==> config.mk <==
export PLATFORM = sky130hd
export DESIGN_NAME = cave_controls_top
export DESIGN_NICKNAME = d
export VERILOG_FILES = /design/src/source/cave_pkg.sv /design/src/source/cave_controls_top.sv /design/src/source/input_mapper.sv /design/src/source/key_tracker.sv /design/src/source/pll_lock_watch.sv /design/src/source/video_option_decode.sv
export SDC_FILE = /design/constraint.sdc
export NUM_CORES = 1
export LEC_CHECK = 0
export ABC_AREA = 1
export BUFFER_PORTS_ARGS = -buffer_cell sky130_fd_sc_hd__clkbuf_2
export CAP_MARGIN = 20
export CORE_MARGIN = 10
export CORE_UTILIZATION = 35
export CTS_BUF_LIST = sky130_fd_sc_hd__clkbuf_4 sky130_fd_sc_hd__clkbuf_8
export CTS_CLUSTER_SIZE = 16
export DETAILED_ROUTE_END_ITERATION = 6
export PLACE_DENSITY = 0.66
export SKIP_LAST_GASP = 1
export SYNTH_ARGS = -nofsm -noshare
export SYNTH_HDL_FRONTEND = slang
export SYNTH_HIERARCHICAL = 1
export SYNTH_SLANG_ARGS = --single-unit
==> constraint.sdc <==
create_clock -name clk_sys -period 1.45 [get_ports clk_sys]
set_clock_uncertainty 0.2 [all_clocks]
set_input_delay 0.145 -clock clk_sys [delete_from_list [all_inputs] [get_ports clk_sys]]
set_output_delay 0.145 -clock clk_sys [all_outputs]
set_load 0.1 [all_outputs]
==> src/source/cave_pkg.sv <==
// Scancodes are PS/2 set 2 make codes and ignore the E0 prefix; joystick words follow the host core layout
package cave_pkg;

  //////////////////////////////
  // Records
  //////////////////////////////

  // Mirrors the 11-bit host keyboard word
  typedef struct packed {
    logic       toggle;
    logic       pressed;
    logic       extended;
    logic [7:0] code;
  } ps2_event_t;

  // One flag per key the core listens to
  typedef struct packed {
    logic up;
    logic down;
    logic left;
    logic right;
    logic ctrl;
    logic alt;
    logic shift;
    logic space;
    logic num_1;
    logic num_2;
    logic num_5;
    logic num_6;
    logic num_9;
    logic num_0;
    logic a;
    logic s;
    logic q;
    logic r;
    logic f;
    logic d;
    logic g;
    logic p;
    logic w;
  } key_state_t;

  // Button 4 sits in the top bit of buttons
  typedef struct packed {
    logic       up;
    logic       down;
    logic       left;
    logic       right;
    logic [3:0] buttons;
    logic       start;
    logic       coin;
    logic       pause;
    logic       service;
  } player_input_t;

  typedef struct packed {
    logic [11:0] arx;
    logic [11:0] ary;
    logic [1:0]  scanline;
    logic        scandoubler;
    logic        hq2x;
    logic        rotate;
    logic        flip;
  } video_opts_t;

  //////////////////////////////
  // Scancodes
  //////////////////////////////

  localparam logic [7:0] SC_UP    = 8'h75;
  localparam logic [7:0] SC_DOWN  = 8'h72;
  localparam logic [7:0] SC_LEFT  = 8'h6B;
  localparam logic [7:0] SC_RIGHT = 8'h74;
  localparam logic [7:0] SC_CTRL  = 8'h14;
  localparam logic [7:0] SC_ALT   = 8'h11;
  localparam logic [7:0] SC_SHIFT = 8'h12;
  localparam logic [7:0] SC_SPACE = 8'h29;
  localparam logic [7:0] SC_1     = 8'h16;
  localparam logic [7:0] SC_2     = 8'h1E;
  localparam logic [7:0] SC_5     = 8'h2E;
  localparam logic [7:0] SC_6     = 8'h36;
  localparam logic [7:0] SC_9     = 8'h46;
  localparam logic [7:0] SC_0     = 8'h45;
  localparam logic [7:0] SC_A     = 8'h1C;
  localparam logic [7:0] SC_S     = 8'h1B;
  localparam logic [7:0] SC_Q     = 8'h15;
  localparam logic [7:0] SC_R     = 8'h2D;
  localparam logic [7:0] SC_F     = 8'h2B;
  localparam logic [7:0] SC_D     = 8'h23;
  localparam logic [7:0] SC_G     = 8'h34;
  localparam logic [7:0] SC_P     = 8'h4D;
  localparam logic [7:0] SC_W     = 8'h1D;

  //////////////////////////////
  // Joystick layout, defaults
  //////////////////////////////

  localparam int JOY_RIGHT   = 0;
  localparam int JOY_LEFT    = 1;
  localparam int JOY_DOWN    = 2;
  localparam int JOY_UP      = 3;
  localparam int JOY_BTN_LSB = 4;
  localparam int JOY_START   = 8;
  localparam int JOY_COIN    = 9;
  localparam int JOY_PAUSE   = 10;
  localparam int JOY_SERVICE = 11;

  // Hold time in clk_sys cycles after a lock loss
  localparam int LOCK_HOLD_DEFAULT = 256;

endpackage

==> src/source/cave_controls_top.sv <==
// All inputs must already be synchronous to clk_sys; keyboard reaches the players two cycles late
`timescale 1ns/1ps

module cave_controls_top import cave_pkg::*; #(
  parameter int LOCK_HOLD_CYCLES = LOCK_HOLD_DEFAULT
) (
  input  logic          clk_sys,
  input  logic          RESET,
  input  logic          pll_locked,
  input  ps2_event_t    ps2_event,
  input  logic [31:0]   joy_0,
  input  logic [31:0]   joy_1,
  input  logic [31:0]   status,
  input  logic          forced_scandoubler,
  output logic          pll_rst,
  output player_input_t player_1,
  output player_input_t player_2,
  output video_opts_t   video_opts
);

  key_state_t keys;

  //////////////////////////////
  // Clock housekeeping
  //////////////////////////////

  pll_lock_watch #(
    .LOCK_HOLD_CYCLES(LOCK_HOLD_CYCLES)
  ) u_lock_watch (
    .clk_sys    (clk_sys),
    .RESET      (RESET),
    .pll_locked (pll_locked),
    .pll_rst    (pll_rst)
  );

  //////////////////////////////
  // Player controls
  //////////////////////////////

  key_tracker u_key_tracker (
    .clk_sys   (clk_sys),
    .RESET     (RESET),
    .ps2_event (ps2_event),
    .keys      (keys)
  );

  // Pads go straight in beside the key states
  input_mapper u_input_mapper (
    .clk_sys  (clk_sys),
    .RESET    (RESET),
    .keys     (keys),
    .joy_0    (joy_0),
    .joy_1    (joy_1),
    .player_1 (player_1),
    .player_2 (player_2)
  );

  // Video settings
  video_option_decode u_video_opts (
    .clk_sys            (clk_sys),
    .RESET              (RESET),
    .status             (status),
    .forced_scandoubler (forced_scandoubler),
    .video_opts         (video_opts)
  );

endmodule

==> src/source/input_mapper.sv <==
// Only joystick bits 11:0 are read; player 2 has no pause key and gets pause from its pad alone
`timescale 1ns/1ps

module input_mapper import cave_pkg::*; (
  input  logic          clk_sys,
  input  logic          RESET,
  input  key_state_t    keys,
  input  logic [31:0]   joy_0,
  input  logic [31:0]   joy_1,
  output player_input_t player_1,
  output player_input_t player_2
);

  player_input_t p1_keys;
  player_input_t p2_keys;
  player_input_t p1_next;
  player_input_t p2_next;

  // Gamepad word to player record
  function automatic player_input_t joy_fields(input logic [31:0] joy);
    player_input_t rec;
    rec.up      = joy[JOY_UP];
    rec.down    = joy[JOY_DOWN];
    rec.left    = joy[JOY_LEFT];
    rec.right   = joy[JOY_RIGHT];
    rec.buttons = joy[JOY_BTN_LSB +: 4];
    rec.start   = joy[JOY_START];
    rec.coin    = joy[JOY_COIN];
    rec.pause   = joy[JOY_PAUSE];
    rec.service = joy[JOY_SERVICE];
    return rec;
  endfunction

  //////////////////////////////
  // Keyboard side
  //////////////////////////////

  // Player 1 on arrows and the left modifier cluster
  assign p1_keys = '{up: keys.up, down: keys.down, left: keys.left, right: keys.right,
                     buttons: {keys.shift, keys.space, keys.alt, keys.ctrl},
                     start: keys.num_1, coin: keys.num_5, pause: keys.p,
                     service: keys.num_9};

  // Player 2 on RFDG plus ASQW
  assign p2_keys = '{up: keys.r, down: keys.f, left: keys.d, right: keys.g,
                     buttons: {keys.w, keys.q, keys.s, keys.a},
                     start: keys.num_2, coin: keys.num_6, pause: 1'b0,
                     service: keys.num_0};

  // Either source can hold a control
  assign p1_next = p1_keys | joy_fields(joy_0);
  assign p2_next = p2_keys | joy_fields(joy_1);

  always_ff @(posedge clk_sys or posedge RESET) begin
    if (RESET) begin
      player_1 <= '0;
      player_2 <= '0;
    end else begin
      player_1 <= p1_next;
      player_2 <= p2_next;
    end
  end

endmodule

==> src/source/key_tracker.sv <==
// Acts on a toggle change only; the extended flag is ignored, so E0-prefixed codes alias plain ones
`timescale 1ns/1ps

module key_tracker import cave_pkg::*; (
  input  logic       clk_sys,
  input  logic       RESET,
  input  ps2_event_t ps2_event,
  output key_state_t keys
);

  logic toggle_prev;
  logic new_event;

  // Host flips the toggle once per key event
  assign new_event = ps2_event.toggle != toggle_prev;

  always_ff @(posedge clk_sys or posedge RESET) begin
    if (RESET) begin
      toggle_prev <= 1'b0;
      keys        <= '0;
    end else begin
      toggle_prev <= ps2_event.toggle;
      if (new_event) begin
        // Pressed flag goes straight into the matching key
        case (ps2_event.code)
          SC_UP:    keys.up    <= ps2_event.pressed;
          SC_DOWN:  keys.down  <= ps2_event.pressed;
          SC_LEFT:  keys.left  <= ps2_event.pressed;
          SC_RIGHT: keys.right <= ps2_event.pressed;
          SC_CTRL:  keys.ctrl  <= ps2_event.pressed;
          SC_ALT:   keys.alt   <= ps2_event.pressed;
          SC_SHIFT: keys.shift <= ps2_event.pressed;
          SC_SPACE: keys.space <= ps2_event.pressed;
          SC_1:     keys.num_1 <= ps2_event.pressed;
          SC_2:     keys.num_2 <= ps2_event.pressed;
          SC_5:     keys.num_5 <= ps2_event.pressed;
          SC_6:     keys.num_6 <= ps2_event.pressed;
          SC_9:     keys.num_9 <= ps2_event.pressed;
          SC_0:     keys.num_0 <= ps2_event.pressed;
          SC_A:     keys.a     <= ps2_event.pressed;
          SC_S:     keys.s     <= ps2_event.pressed;
          SC_Q:     keys.q     <= ps2_event.pressed;
          SC_R:     keys.r     <= ps2_event.pressed;
          SC_F:     keys.f     <= ps2_event.pressed;
          SC_D:     keys.d     <= ps2_event.pressed;
          SC_G:     keys.g     <= ps2_event.pressed;
          SC_P:     keys.p     <= ps2_event.pressed;
          SC_W:     keys.w     <= ps2_event.pressed;
          // Untracked codes leave every key alone
          default:  ;
        endcase
      end
    end
  end

endmodule

==> src/source/pll_lock_watch.sv <==
// LOCK_HOLD_CYCLES must be 2 or more; pll_locked is taken as synchronous to clk_sys
`timescale 1ns/1ps

module pll_lock_watch import cave_pkg::*; #(
  parameter int LOCK_HOLD_CYCLES = LOCK_HOLD_DEFAULT
) (
  input  logic clk_sys,
  input  logic RESET,
  input  logic pll_locked,
  output logic pll_rst
);

  localparam int CNT_W = (LOCK_HOLD_CYCLES > 2) ? $clog2(LOCK_HOLD_CYCLES) : 1;

  logic             lock_q;
  logic             lock_prev;
  logic [CNT_W-1:0] hold_cnt;
  logic             lock_lost;

  // High for one cycle after the registered lock drops
  assign lock_lost = lock_prev & ~lock_q;

  always_ff @(posedge clk_sys or posedge RESET) begin
    if (RESET) begin
      lock_q    <= 1'b0;
      lock_prev <= 1'b0;
      hold_cnt  <= '0;
      pll_rst   <= 1'b0;
    end else begin
      // Two stage history of the lock input
      lock_q    <= pll_locked;
      lock_prev <= lock_q;
      if (lock_lost) begin
        // Fresh loss restarts the hold, even mid count
        hold_cnt <= CNT_W'(LOCK_HOLD_CYCLES - 1);
        pll_rst  <= 1'b1;
      end else if (hold_cnt != '0) begin
        hold_cnt <= hold_cnt - CNT_W'(1);
      end else begin
        pll_rst <= 1'b0;
      end
    end
  end

endmodule

==> src/source/video_option_decode.sv <==
// Status bit 2 both picks 3:4 and rotates; effect codes above 4 wrap the scanline level
`timescale 1ns/1ps

module video_option_decode import cave_pkg::*; (
  input  logic        clk_sys,
  input  logic        RESET,
  input  logic [31:0] status,
  input  logic        forced_scandoubler,
  output video_opts_t video_opts
);

  // Decode of an all-zero status word
  localparam video_opts_t OPTS_IDLE = '{arx: 12'd4, ary: 12'd3, default: '0};

  logic [2:0]  fx;
  logic [2:0]  sl;
  video_opts_t opts_next;

  // Effect field, 0 none, 1 HQ2x, 2 and up CRT levels
  assign fx = status[6:4];
  assign sl = (fx != 3'd0) ? fx - 3'd1 : 3'd0;

  always_comb begin
    opts_next = OPTS_IDLE;
    // Wide wins over vertical
    if (status[1]) begin
      opts_next.arx = 12'd16;
      opts_next.ary = 12'd9;
    end else if (status[2]) begin
      opts_next.arx = 12'd3;
      opts_next.ary = 12'd4;
    end
    opts_next.scanline    = sl[1:0];
    opts_next.hq2x        = fx == 3'd1;
    opts_next.scandoubler = (fx != 3'd0) || forced_scandoubler;
    opts_next.rotate      = status[2];
    opts_next.flip        = status[3];
  end

  always_ff @(posedge clk_sys or posedge RESET) begin
    if (RESET) begin
      video_opts <= OPTS_IDLE;
    end else begin
      video_opts <= opts_next;
    end
  end

endmodule

==> out/metrics.yaml <==
initial_core_util_pct: 35.93
crit_fanout: 2
path_delay_family: "flip-flops"
io_pins: 166
grt.total_usage_pct: 12.05
diodes: 0
cts_made_buffers: 9
drv_slew: 0
maxCapViolations: 0
drive_gt1_share_pct: 28.30
multi_input_area_sq_mm: 0.001170
wire_per_inst_microns: 13.07
seq_area_sq_mm: 0.001735
antenna_found_initial: 0
clk_latency_ns: 0.34
cts_tree: "yes"
die_area_sq_mm: 0.01373
worst_ep_arrival_time_ns: 1.15
cts_buffer_depth: 2
numPortBuffers: 82
drtIter0Drc: 159
syn-instance-count: 398
synthDominantCellAreaShare_pct: 50.74
gr-total-overflow: 0
worstPathRequired_ns: 1.11
slowest_delay_ns: 0.65
cts_root_buf: "clkbuf_8"
wl_mm: 8.376
syn_area_per_cell_sq_um: 8.303
ys_ff_latch: 69
peakVddDrop_mv: 0.5571
end_kind: "output pin"
slowest_stage: "dfstp_4"
coreArea_sq_mm: 0.009196
die_h_microns: 117.2
hold_viol: 0
first_pass_iters: 4
p_per_area_mw_per_mm2: 1074
gp_congestion: 0.8713
layout_setup_ws_ns: -0.04996
syn2layout_area_growth_pct: 49.75
hold_path_class: "input port to flop"
synth_top_area_cell: "dfrtp_1"
rows: 35
fin_crit_sh_pct: 103.4
dp.cells: 585
final_net_count: 638
placedInstanceArea_sq_mm: 0.004270
yosysSeqAreaShare_pct: 52.33
cp.buffers_inverters: 1
grt_max_degree: 36
crit_type: "flop to output pin"
violations: "setup timing"
synth_commonest_cells: "nand2_1 (104), dfrtp_1 (67), inv_1 (66)"
cts_sinks: 69
synth_edf_count: 0
cp-start-kind: "flop"
ant_nets: 0
first_global_vias: 2873
synthesis.area_sq_mm: 0.003304
post-route-min-period_ns: 1.500
yosys-top-cells-area: "dfrtp_1 (51%), nand2_1 (12%), inv_1 (7.5%), nand3_1 (7.3%), buf_4 (5.2%)"
fillers: 847
die_w_microns: 117.2
dp_hpwl_mm: 5.922
final_area_sq_mm: 0.004949
rsz0062_at_grt: "true"
p_leak_nw: 2.575
r2r_slack_ns: 0.07
synth_most_common_cell: "nand2_1"
status: "complete, but fails checks"
grt_pass1_wl_mm: 13.15
setup_viol: 2
via_per_inst: 4.476
post-route-util_pct: 53.81
synth-main-ff-cell: "dfrtp_1"
post_layout_nonfiller_instances: 641
synthDistinctLibCells: 21
clock.fmax_ghz: 0.6667
clkSlewWorstSetupHoldPaths_ns: 0.07
ys_warn_count: 6
synthArstFlopShare_pct: 100.0
route.detailed.drc: 0
power.total_mw: 5.313
path_cells: "buf_12"
cts-htree-levels: 3
vias: 2869
holdWs_ns: 0.03037
[cells by family (layout without fill, tap and decap cells)]
logic type,after synthesis,count (layout),share of synthesized area (%)
and+or+nand+nor,223,223,32.30
buffers and inverters,102,219,14.58
DFF,69,69,52.33
AOI/OAI and AO/OA,2,2,0.3029
adders and majority gates,1,1,0.3786
other,1,16,0.1135
[final timing paths]
check                                            start                         end  depth (start not counted)
max in group asynchronous                        RESET  u_input_mapper/player_2[1]                          4
min                                       ps2_event[4]      u_key_tracker/keys[15]                          6
max reg2reg                   u_lock_watch/hold_cnt[1]    u_lock_watch/hold_cnt[3]                          9
max                        u_video_opts/video_opts[20]              video_opts[20]                          1
min reg2reg                        u_lock_watch/lock_q      u_lock_watch/lock_prev                          0
min in group asynchronous                        RESET  u_video_opts/video_opts[1]                          3
[worst min-delay path: stages]
cell and delay (ns):
clkbuf_2 0.13, nor2_1 0.05, nand2_1 0.05, nor2_1 0.05
nand3_1 0.06, nand2_1 0.05
[cells in the final DEF, fill, tap and decap left out]
cell              n
dfstp_2           1
inv_1            64
dfrtp_1          65
dfstp_4           1
dfrtp_2           2
clkbuf_16         2
nand2_1         103
nor2_8            1
nand2_4           3
nor2_1           29
o21ai_0           2
buf_12           33
inv_2            11
buf_4            12
nor2_4            7
clkinv_2          3
bufinv_16         2
dlymetal6s4s_1    1
nand2_2          11
inv_4             1
conb_1           16
clkbuf_2         42
nor3b_2           1
dlygate4sd3_1    38
nand3_1          48
ha_4              1
nand4_1          14
clkbuf_8         10
nor2_2            6
[metal layers]
metal | global-route usage, % | part of all wire [%] | vias to the layer above
met2 | 20.31 | 48 | 101
met5 | 0 | 0 | -
li1 | - | - | 1427
met3 | 4.230 | 8.4 | 11
met4 | 4.778 | 1.1 | 0
met1 | 13.67 | 42 | 1330
[power breakdown]
| group | internal (mW) | switching (mW) |
|---|---|---|
| Clock | 0.997 | 0.714 |
| Sequential | 2.05 | 0.102 |
| Combinational | 0.470 | 0.978 |
[repair_timing]
item                                   4_1_cts  5_1_grt
cloned                                       0        2
setup buffers                                1        0
endpoints found under the hold margin      106        2
pin swaps                                    0        3
hold buffers                                37        3
gates resized for setup                      1        6
setup endpoints to repair                    7       33
[state kept, by name, indices dropped and copies added, names as in the netlist]
signal / flops
u_lock_watch/pll_rst: 1
u_input_mapper/player_1: 12
u_lock_watch/lock_q: 1
u_input_mapper/player_2: 12
u_lock_watch/lock_prev: 1
u_key_tracker/keys: 23
u_key_tracker/toggle_prev: 1
u_video_opts/video_opts: 10
u_lock_watch/hold_cnt: 8
[metrics by stage]
step           setup WS (ns)  TNS (ns)
2_1_floorplan        0.01589         0
3_3_place_gp         0.03934         0
3_5_place_dp        -0.01850  -0.02426
4_1_cts             -0.07087   -0.1415
5_1_grt             -0.08412   -0.1643
6_report            -0.04996  -0.09807
[final cells by class]
| class | instances | share of cell area (%) |
|---|---|---|
| repair buffers | 128 | 28.37 |
| well taps | 111 | 2.807 |
| flip-flops and latches | 69 | 35.07 |
| clock buffers | 10 | 2.781 |
| inverters | 76 | 5.815 |
| clock inverters | 5 | 1.517 |
| multi-input cells | 242 | 23.64 |
(Power assumes the default switching activity.)
